`src/design/debugCmdPkg.sv`:
```
package debugCmdPkg;

   ////////////////////////////////////////////////////////////////////////////
   // Controller states
   ////////////////////////////////////////////////////////////////////////////

   typedef enum logic [2:0] {
      INIT       = 3'd0,   // One cycle after reset
      IDLE       = 3'd1,   // Waiting for c or s
      CONTINUOUS = 3'd2,   // Free running until end of program
      STEP       = 3'd3,   // Waiting for n
      SEND       = 3'd4    // Frame going out through the UART
   } debugState;

   ////////////////////////////////////////////////////////////////////////////
   // Command characters from the host
   ////////////////////////////////////////////////////////////////////////////

   // ASCII codes, one byte each
   typedef enum logic [7:0] {
      CmdContinuous = 8'h63,   // "c"
      CmdStep       = 8'h73,   // "s"
      CmdNext       = 8'h6E    // "n"
   } debugCmd;

endpackage

```
`src/design/dumpFramePkg.sv`:
```
package dumpFramePkg;

   ////////////////////////////////////////////////////////////////////////////
   // Frame data types
   ////////////////////////////////////////////////////////////////////////////

   typedef logic [7:0]  dumpByte;   // Frame byte or command byte
   typedef logic [31:0] dumpWord;   // Processor word

   // Where a frame byte comes from
   typedef enum logic [1:0] {
      SegPc    = 2'd0,
      SegInstr = 2'd1,
      SegReg   = 2'd2,
      SegMem   = 2'd3
   } dumpSegment;

   localparam int WordBytes   = 4;
   localparam int HeaderBytes = 5;   // PC byte plus the IF/ID instruction

   ////////////////////////////////////////////////////////////////////////////
   // Layout helpers
   ////////////////////////////////////////////////////////////////////////////

   // Total bytes in one dump
   function automatic int frameBytes(input int numRegs, input int numMemWords);
      return HeaderBytes + WordBytes * (numRegs + numMemWords);
   endfunction

   // Lane 0 is the most significant byte, sent first
   function automatic dumpByte wordByte(input dumpWord word, input logic [1:0] lane);
      dumpByte result;
      case (lane)
         2'd0:    result = word[31:24];
         2'd1:    result = word[23:16];
         2'd2:    result = word[15:8];
         default: result = word[7:0];
      endcase
      return result;
   endfunction

endpackage

```
`src/design/debugCommandFsm.sv`:
```
`timescale 1ns/1ps

module debugCommandFsm (
   input  logic                  clock,
   input  logic                  reset,
   input  logic                  endOfProgram,
   input  dumpFramePkg::dumpByte uartFifoDataIn,
   input  logic                  uartDataAvailable,
   input  logic                  dumpDone,
   output logic                  nextFifoValue,     // Pop strobe to the RX FIFO
   output logic                  datapathOn,        // Clock enable for the pipeline
   output logic                  datapathReset,     // Holds the pipeline flushed
   output logic                  ledIdle,
   output logic                  dumpActive         // High while a frame is sent
);

   debugCmdPkg::debugState state;
   debugCmdPkg::debugState nextState;
   debugCmdPkg::debugCmd   cmd;
   logic                   continuousUsed;   // Continuous mode runs once per reset

   assign cmd = debugCmdPkg::debugCmd'(uartFifoDataIn);

   ////////////////////////////////////////////////////////////////////////////
   // State register
   ////////////////////////////////////////////////////////////////////////////

   always_ff @(posedge clock) begin
      if (reset) begin
         state          <= debugCmdPkg::INIT;
         continuousUsed <= 1'b0;
      end else begin
         state <= nextState;
         if (state == debugCmdPkg::CONTINUOUS) begin
            continuousUsed <= 1'b1;
         end
      end
   end

   ////////////////////////////////////////////////////////////////////////////
   // Next state and outputs
   ////////////////////////////////////////////////////////////////////////////

   always_comb begin
      nextState     = state;
      nextFifoValue = 1'b0;
      datapathOn    = 1'b0;
      datapathReset = 1'b0;
      ledIdle       = 1'b0;
      dumpActive    = 1'b0;

      case (state)
         debugCmdPkg::INIT: begin
            datapathReset = 1'b1;
            nextState     = debugCmdPkg::IDLE;
         end

         debugCmdPkg::IDLE: begin
            ledIdle       = 1'b1;
            datapathReset = 1'b1;
            nextFifoValue = uartDataAvailable;   // Every byte is consumed
            if (uartDataAvailable) begin
               if (cmd == debugCmdPkg::CmdContinuous && !continuousUsed) begin
                  nextState = debugCmdPkg::CONTINUOUS;
               end else if (cmd == debugCmdPkg::CmdStep) begin
                  nextState = debugCmdPkg::STEP;
               end
            end
         end

         debugCmdPkg::CONTINUOUS: begin
            datapathOn = 1'b1;
            if (endOfProgram) begin
               nextState = debugCmdPkg::SEND;
            end
         end

         debugCmdPkg::STEP: begin
            nextFifoValue = uartDataAvailable;
            // One clock of the datapath, then dump
            if (uartDataAvailable && cmd == debugCmdPkg::CmdNext) begin
               datapathOn = 1'b1;
               nextState  = debugCmdPkg::SEND;
            end
         end

         debugCmdPkg::SEND: begin
            dumpActive = 1'b1;
            if (dumpDone) begin
               // Finished program goes back to idle
               nextState = endOfProgram ? debugCmdPkg::IDLE : debugCmdPkg::STEP;
            end
         end

         default: begin
            nextState = debugCmdPkg::INIT;
         end
      endcase
   end

endmodule

```
`src/design/dumpSequencer.sv`:
```
`timescale 1ns/1ps

module dumpSequencer #(
   parameter int NumRegs     = 32,
   parameter int NumMemWords = 16
) (
   input  logic       clock,
   input  logic       reset,
   input  logic       dumpActive,
   input  logic       uartDataSent,        // One pulse per byte on the wire
   output logic [7:0] byteIndex,
   output logic       notStartUartTrans,   // Low lets the transmitter run
   output logic       dumpDone
);

   localparam int         FrameLen = dumpFramePkg::frameBytes(NumRegs, NumMemWords);
   localparam logic [7:0] FrameEnd = 8'(FrameLen);

   logic bytesLeft;

   assign bytesLeft = byteIndex < FrameEnd;

   ////////////////////////////////////////////////////////////////////////////
   // Byte counter
   ////////////////////////////////////////////////////////////////////////////

   always_ff @(posedge clock) begin
      if (reset) begin
         byteIndex <= '0;
      end else if (!dumpActive) begin
         byteIndex <= '0;                      // Next frame starts at byte 0
      end else if (uartDataSent && bytesLeft) begin
         byteIndex <= byteIndex + 8'd1;
      end
   end

   // Transmitter stays enabled while bytes remain
   assign notStartUartTrans = !(dumpActive && bytesLeft);

   // Index sits at the frame end for one cycle before the FSM leaves SEND
   assign dumpDone = dumpActive && !bytesLeft;

endmodule

```
`src/design/dumpFrameMux.sv`:
```
`timescale 1ns/1ps

module dumpFrameMux #(
   parameter int NumRegs     = 32,
   parameter int NumMemWords = 16
) (
   input  logic [7:0]            byteIndex,
   input  logic [7:0]            fetchPc,
   input  dumpFramePkg::dumpWord ifIdInstr,
   input  dumpFramePkg::dumpWord regData,         // Answers debugRegAddr
   input  dumpFramePkg::dumpWord memoryRamData,   // Answers debugMemAddr
   output logic [7:0]            debugRegAddr,
   output logic [7:0]            debugMemAddr,
   output dumpFramePkg::dumpByte dataToSend
);

   localparam int RegAddrWidth = $clog2(NumRegs);
   localparam int MemAddrWidth = $clog2(NumMemWords);

   // First byte of each word segment
   localparam logic [7:0] RegBase = 8'(dumpFramePkg::HeaderBytes);
   localparam logic [7:0] MemBase =
      8'(dumpFramePkg::HeaderBytes + dumpFramePkg::WordBytes * NumRegs);

   dumpFramePkg::dumpSegment segment;
   logic [7:0]               instrOffset;
   logic [7:0]               regOffset;
   logic [7:0]               memOffset;
   logic [7:0]               regWord;
   logic [7:0]               memWord;
   logic [1:0]               lane;

   assign instrOffset = byteIndex - 8'd1;
   assign regOffset   = byteIndex - RegBase;
   assign memOffset   = byteIndex - MemBase;
   assign regWord     = regOffset >> 2;   // Four bytes per word
   assign memWord     = memOffset >> 2;

   ////////////////////////////////////////////////////////////////////////////
   // Segment and lane
   ////////////////////////////////////////////////////////////////////////////

   always_comb begin
      if (byteIndex == 8'd0) begin
         segment = dumpFramePkg::SegPc;
      end else if (byteIndex < RegBase) begin
         segment = dumpFramePkg::SegInstr;
      end else if (byteIndex < MemBase) begin
         segment = dumpFramePkg::SegReg;
      end else begin
         segment = dumpFramePkg::SegMem;
      end
   end

   always_comb begin
      case (segment)
         dumpFramePkg::SegInstr: lane = instrOffset[1:0];
         dumpFramePkg::SegReg:   lane = regOffset[1:0];
         dumpFramePkg::SegMem:   lane = memOffset[1:0];
         default:                lane = 2'd0;   // PC is a single byte
      endcase
   end

   // Addresses point at word 0 outside their own segment
   assign debugRegAddr = (segment == dumpFramePkg::SegReg) ?
                         8'(regWord[RegAddrWidth-1:0]) : 8'd0;
   assign debugMemAddr = (segment == dumpFramePkg::SegMem) ?
                         8'(memWord[MemAddrWidth-1:0]) : 8'd0;

   ////////////////////////////////////////////////////////////////////////////
   // Output byte
   ////////////////////////////////////////////////////////////////////////////

   always_comb begin
      case (segment)
         dumpFramePkg::SegPc:    dataToSend = fetchPc;
         dumpFramePkg::SegInstr: dataToSend = dumpFramePkg::wordByte(ifIdInstr, lane);
         dumpFramePkg::SegReg:   dataToSend = dumpFramePkg::wordByte(regData, lane);
         default:                dataToSend = dumpFramePkg::wordByte(memoryRamData, lane);
      endcase
   end

endmodule

```
`src/design/debugTop.sv`:
```
`timescale 1ns/1ps

module debugTop #(
   parameter int NumRegs     = 32,
   parameter int NumMemWords = 16
) (
   input  logic                  clock,
   input  logic                  reset,
   input  logic                  endOfProgram,
   input  dumpFramePkg::dumpByte uartFifoDataIn,
   input  logic                  uartDataAvailable,   // RX FIFO not empty
   input  logic                  uartDataSent,
   input  logic [7:0]            fetchPc,
   input  dumpFramePkg::dumpWord ifIdInstr,
   input  dumpFramePkg::dumpWord regData,
   input  dumpFramePkg::dumpWord memoryRamData,
   output logic                  nextFifoValue,
   output logic                  datapathOn,
   output logic                  datapathReset,
   output logic                  ledIdle,
   output logic                  debugRamSrc,         // Memory takes the debug address
   output logic [7:0]            debugRegAddr,
   output logic [7:0]            debugMemAddr,
   output dumpFramePkg::dumpByte dataToSend,
   output logic                  notStartUartTrans,
   output logic                  dumpDone
);

   logic [7:0] byteIndex;

   ////////////////////////////////////////////////////////////////////////////
   // Command handling
   ////////////////////////////////////////////////////////////////////////////

   debugCommandFsm commandFsm (
      .clock             (clock),
      .reset             (reset),
      .endOfProgram      (endOfProgram),
      .uartFifoDataIn    (uartFifoDataIn),
      .uartDataAvailable (uartDataAvailable),
      .dumpDone          (dumpDone),
      .nextFifoValue     (nextFifoValue),
      .datapathOn        (datapathOn),
      .datapathReset     (datapathReset),
      .ledIdle           (ledIdle),
      .dumpActive        (debugRamSrc)          // SEND state owns the memory port
   );

   ////////////////////////////////////////////////////////////////////////////
   // Dump path
   ////////////////////////////////////////////////////////////////////////////

   dumpSequencer #(
      .NumRegs     (NumRegs),
      .NumMemWords (NumMemWords)
   ) sequencer (
      .clock             (clock),
      .reset             (reset),
      .dumpActive        (debugRamSrc),
      .uartDataSent      (uartDataSent),
      .byteIndex         (byteIndex),
      .notStartUartTrans (notStartUartTrans),
      .dumpDone          (dumpDone)
   );

   dumpFrameMux #(
      .NumRegs     (NumRegs),
      .NumMemWords (NumMemWords)
   ) frameMux (
      .byteIndex     (byteIndex),
      .fetchPc       (fetchPc),
      .ifIdInstr     (ifIdInstr),
      .regData       (regData),
      .memoryRamData (memoryRamData),
      .debugRegAddr  (debugRegAddr),
      .debugMemAddr  (debugMemAddr),
      .dataToSend    (dataToSend)
   );

endmodule

```
`config.mk`:
```
export PLATFORM = sky130hd
export DESIGN_NAME = debugTop
export DESIGN_NICKNAME = d
export VERILOG_FILES = /design/src/design/debugCmdPkg.sv /design/src/design/dumpFramePkg.sv /design/src/design/debugCommandFsm.sv /design/src/design/dumpSequencer.sv /design/src/design/dumpFrameMux.sv /design/src/design/debugTop.sv
export SDC_FILE = /design/constraint.sdc
export NUM_CORES = 1
export LEC_CHECK = 0
export BUFFER_PORTS_ARGS = -buffer_cell sky130_fd_sc_hd__buf_4
export CORE_MARGIN = 4
export CORE_UTILIZATION = 40
export CTS_CLUSTER_DIAMETER = 80
export DETAILED_ROUTE_END_ITERATION = 7
export PLACE_DENSITY_LB_ADDON = 0.05
export SLEW_MARGIN = 5
export SYNTH_ARGS = -nofsm -noshare
export SYNTH_HDL_FRONTEND = slang
export SYNTH_SLANG_ARGS = --single-unit
```
`constraint.sdc`:
```
create_clock -name clock -period 3.8 [get_ports clock]
set_input_delay 0.95 -clock clock [delete_from_list [all_inputs] [get_ports clock]]
set_output_delay 0.95 -clock clock [all_outputs]
set_load 0.03 [all_outputs]
```
==> results.md <==
- Status: complete, no violations
- Post-DP HPWL: about 6.4 mm
- Synth Instances: 264
- Switching power: 0.287 mW
- Synthesized area: 1880 um^2
- Largest net degree at the start of global routing: 42
- Worst Hold Class: reg -> reg
- Largest family of logic cells by synthesized area: compound AO/OA/AOI/OAI gates
- Die Footprint: 5860 um^2
- Clock sink total: 12
- # nets final: approximately 520
- Initial antenna violation count: 0
- Critical-path cell list: or4_4 -> nor2_4 -> xor2_2 -> a221oi_1 -> a2111o_1 -> buf_4
- Logic pwr share: 56.5%
- Total congestion overflow: 0
- Met3 Use GR: a little over 5%
- LEAKAGE: 1.38 nW
- Setup violations, final: 0
- Row Count: 24
- Post-synth cell types: 59
- Final instance area: 2980 um^2
- Clk Latency, worst-skew pair: 240 ps
- Total CTS buffers: 3
- Vias in the first global route: 2442
- Synth Area in Compound Gates: 33.4%
- Core area: 4440 um^2
- # H-tree levels: 1
- DR vias/cell: 5.65
- Fraction of registers with async set/reset: 0%
- Mux cell area share after synthesis: 9.79%
- Reg clk slew, reported paths: 50 ps
- Crit path DAT: around 2700 ps
- Vias: about 2500
- Global Route Usage Sum: 25.3%
- Crit path kind: reg -> out
- Mean routed wirelength per cell: 17.2 um
- Max IR drop VDD: approximately 270 uV
- Worst-margin pin slew: just under 700 ps
- Min cycle time layout: 3650 ps
- Flops & latches, synth: 12
- Final Skew: 1.95 ps
- Syn_area_per_cell: 7.11 um^2
- Slowest stage cell, crit path: or4_4
- Ports: around 150
- XOR/XNOR Fraction of Synth Area: between 5 and 6%
- Sw frac: 40.2%
- Number of synthesized flops with an enable pin: 0
- Max Freq: 274 MHz
- CTS root buf: clkbuf_8
- TritonCTS clock tree: yes
- Diode count: 0
- Post_cts resized: 0
- Placed Cells: 443
- Post-synthesis sequential area ratio: roughly 13%
- Grt met2 use: 45.5%
- Setup ws final: 149 ps
- Simple-gate share of the synthesized area: 27.4%
- Commonest non-fill, non-tap cell in the layout: buf_4
- Adder-Cell Fraction of Synth Area: 2.00%
- Crit-path max FO: 12
- Max Slew Vio Count: 0
- Critical path startpoint category: flop
- GRT busiest layer: met2
- Pre-CTS WS: roughly 390 ps
- PwrDens: 239 nW/um^2
- Die W: 76.5 um
- Area grow syn2layout: 58.9%
- Placer Congestion: 0.868
- Required time of the critical path: 2850 ps
- Fillers: 427
- Int Power: 0.427 mW
- DP Area: 2910 um^2
- Finished Layout Cells: 449
- Initial core utilization: between 40% and 50%
- Setup_tns: 0 ps
- First-pass GRT wire length: between 10 and 15 mm
- CP peak stage delay: between 600 and 700 ps
- DRT iter0 DRCs: about 130
- Pre-antenna DRT Iters: 4
- Layout cell share with drive strength beyond 1: 41.1%
- Top FF cell, synth: dfxtp_1
- Yosys warning count: 0
- Max cap viols: 0
- Final WL: between 7 and 8 mm
- Maximum clock insertion buffer count: 2
- Most frequent cells in the layout: buf_4 (148), nor2_1 (38), nand2_1 (20)
- Clock Power Share: about a fifth
- Slew headroom: a little over half
- Final Hold Fails: 0
- Flop pwr share: 23.6%
- Residual DRC count: 0
- CP endpoint kind: output pin
- Routed Antenna Nets: 0
- Part of the cycle the worst path needs: ~96%
- Die height: 76.5 um
- Routing usage on met1: 30.6%
- RSZ-0062 raised after global routing: no
- # port buffers: 140
[cells by family after synthesis]
logic type               count (synthesis)
AND/OR/NAND/NOR                        103
AO/OA/AOI/OAI                           85
buffers and inverters                   32
multiplexers                            18
flip-flops                              12
XOR/XNOR                                10
adder cells (fa/ha/maj)                  3
other                                    1
[power groups by stage]
stage | clock, mW | combinational (mW) | sequential (mW)
2_1_floorplan | 0 | 0.240 | 0.158
3_3_place_gp | 0 | 0.395 | 0.171
3_5_place_dp | 0 | 0.400 | 0.170
4_1_cts | 0.145 | 0.402 | 0.168
5_1_grt | 0.151 | 0.438 | 0.172
6_report | 0.142 | 0.403 | 0.168
[routing by layer]
metal | up-vias | part of all wire (%)
met2 | 129 | 50
met3 | 14 | 8.2
met4 | 0 | 1.9
met5 | - | 0
met1 | 1146 | 39
li1 | 1246 | -
[path summary, 6_finish.rpt]
path | cells past startpoint | end | slack (ps) | from
max reg2reg | 9 | commandFsm.state[1]$_SDFFE_PP0P_ | 1620 | sequencer.byteIndex[0]$_SDFFE_PP0P_
min reg2reg | 2 | commandFsm.continuousUsed$_SDFFE_PP0N_ | 490 | commandFsm.continuousUsed$_SDFFE_PP0N_
max | 6 | dataToSend[1] | 150 | sequencer.byteIndex[3]$_SDFFE_PP0P_
min | 2 | commandFsm.continuousUsed$_SDFFE_PP0N_ | 490 | commandFsm.continuousUsed$_SDFFE_PP0N_
[what timing repair did]
action | CTS | global route
endpoints found under the hold margin | 0 | 0
buffers inserted | 0 | 2
hold buffers | 0 | 0
endpoints found under the setup margin | 0 | 1
[final cells by class]
class / count / area (um^2) / area share (%)
Multi-Input combinational cell: 226 / 1490 / 49.8
Tap cell: 52 / 65.1 / 2.18
Inverter: 7 / 26.3 / 0.881
Sequential cell: 12 / 240 / 8.05
Clock buffer: 4 / 55.1 / 1.84
Timing Repair Buffer: 148 / 1110 / 37.2
[flip-flops by register name, summed over array words and instances (netlist names)]
name / flops
sequencer.byteIndex: 8
commandFsm.state: 3
commandFsm.continuousUsed: 1
[synthesized netlist by cell type (4+ instances only)]
| library cell | number | area share, % |
|---|---|---|
| and2_1 | 6 | 2.0 |
| clkbuf_1 | 7 | 1.4 |
| nand2b_1 | 5 | 1.7 |
| mux2i_1 | 15 | 8.0 |
| xor2_1 | 5 | 2.3 |
| a211oi_1 | 8 | 3.2 |
| a211o_1 | 4 | 1.9 |
| nor3_1 | 5 | 1.3 |
| o21ai_0 | 10 | 2.7 |
| o22ai_1 | 11 | 3.7 |
| a21oi_1 | 12 | 3.2 |
| nand2_1 | 20 | 4.0 |
| nor2_1 | 38 | 7.6 |
| o2bb2ai_1 | 4 | 1.9 |
| dfxtp_1 | 12 | 13 |
| a221oi_1 | 4 | 1.9 |
| buf_4 | 7 | 2.8 |
| buf_1 | 4 | 0.80 |
| inv_1 | 7 | 1.4 |
| buf_2 | 4 | 1.1 |
| or3_1 | 4 | 1.3 |
| xnor2_1 | 4 | 1.9 |
| nand4_1 | 5 | 1.7 |
| nand3_1 | 6 | 1.6 |
[worst max-delay path: cells and delay by family, from the launching register on]
family          cells  cell delay (ps)
flops               1              400
buf+inv             1              180
compound gates      2              540
xor+xnor            1              520
simple gates        2              810
[per-stage QoR]
step                power (mW)  utilization, %  hold slack (ps)
floorplan                0.398               -              462
global placement         0.566            65.6              482
detailed placement       0.570            65.6              485
CTS                      0.714            66.8              499
global route             0.761            67.1              517
finish                   0.714            67.1              491
Note: power is estimated with default switching activity, not from simulation.
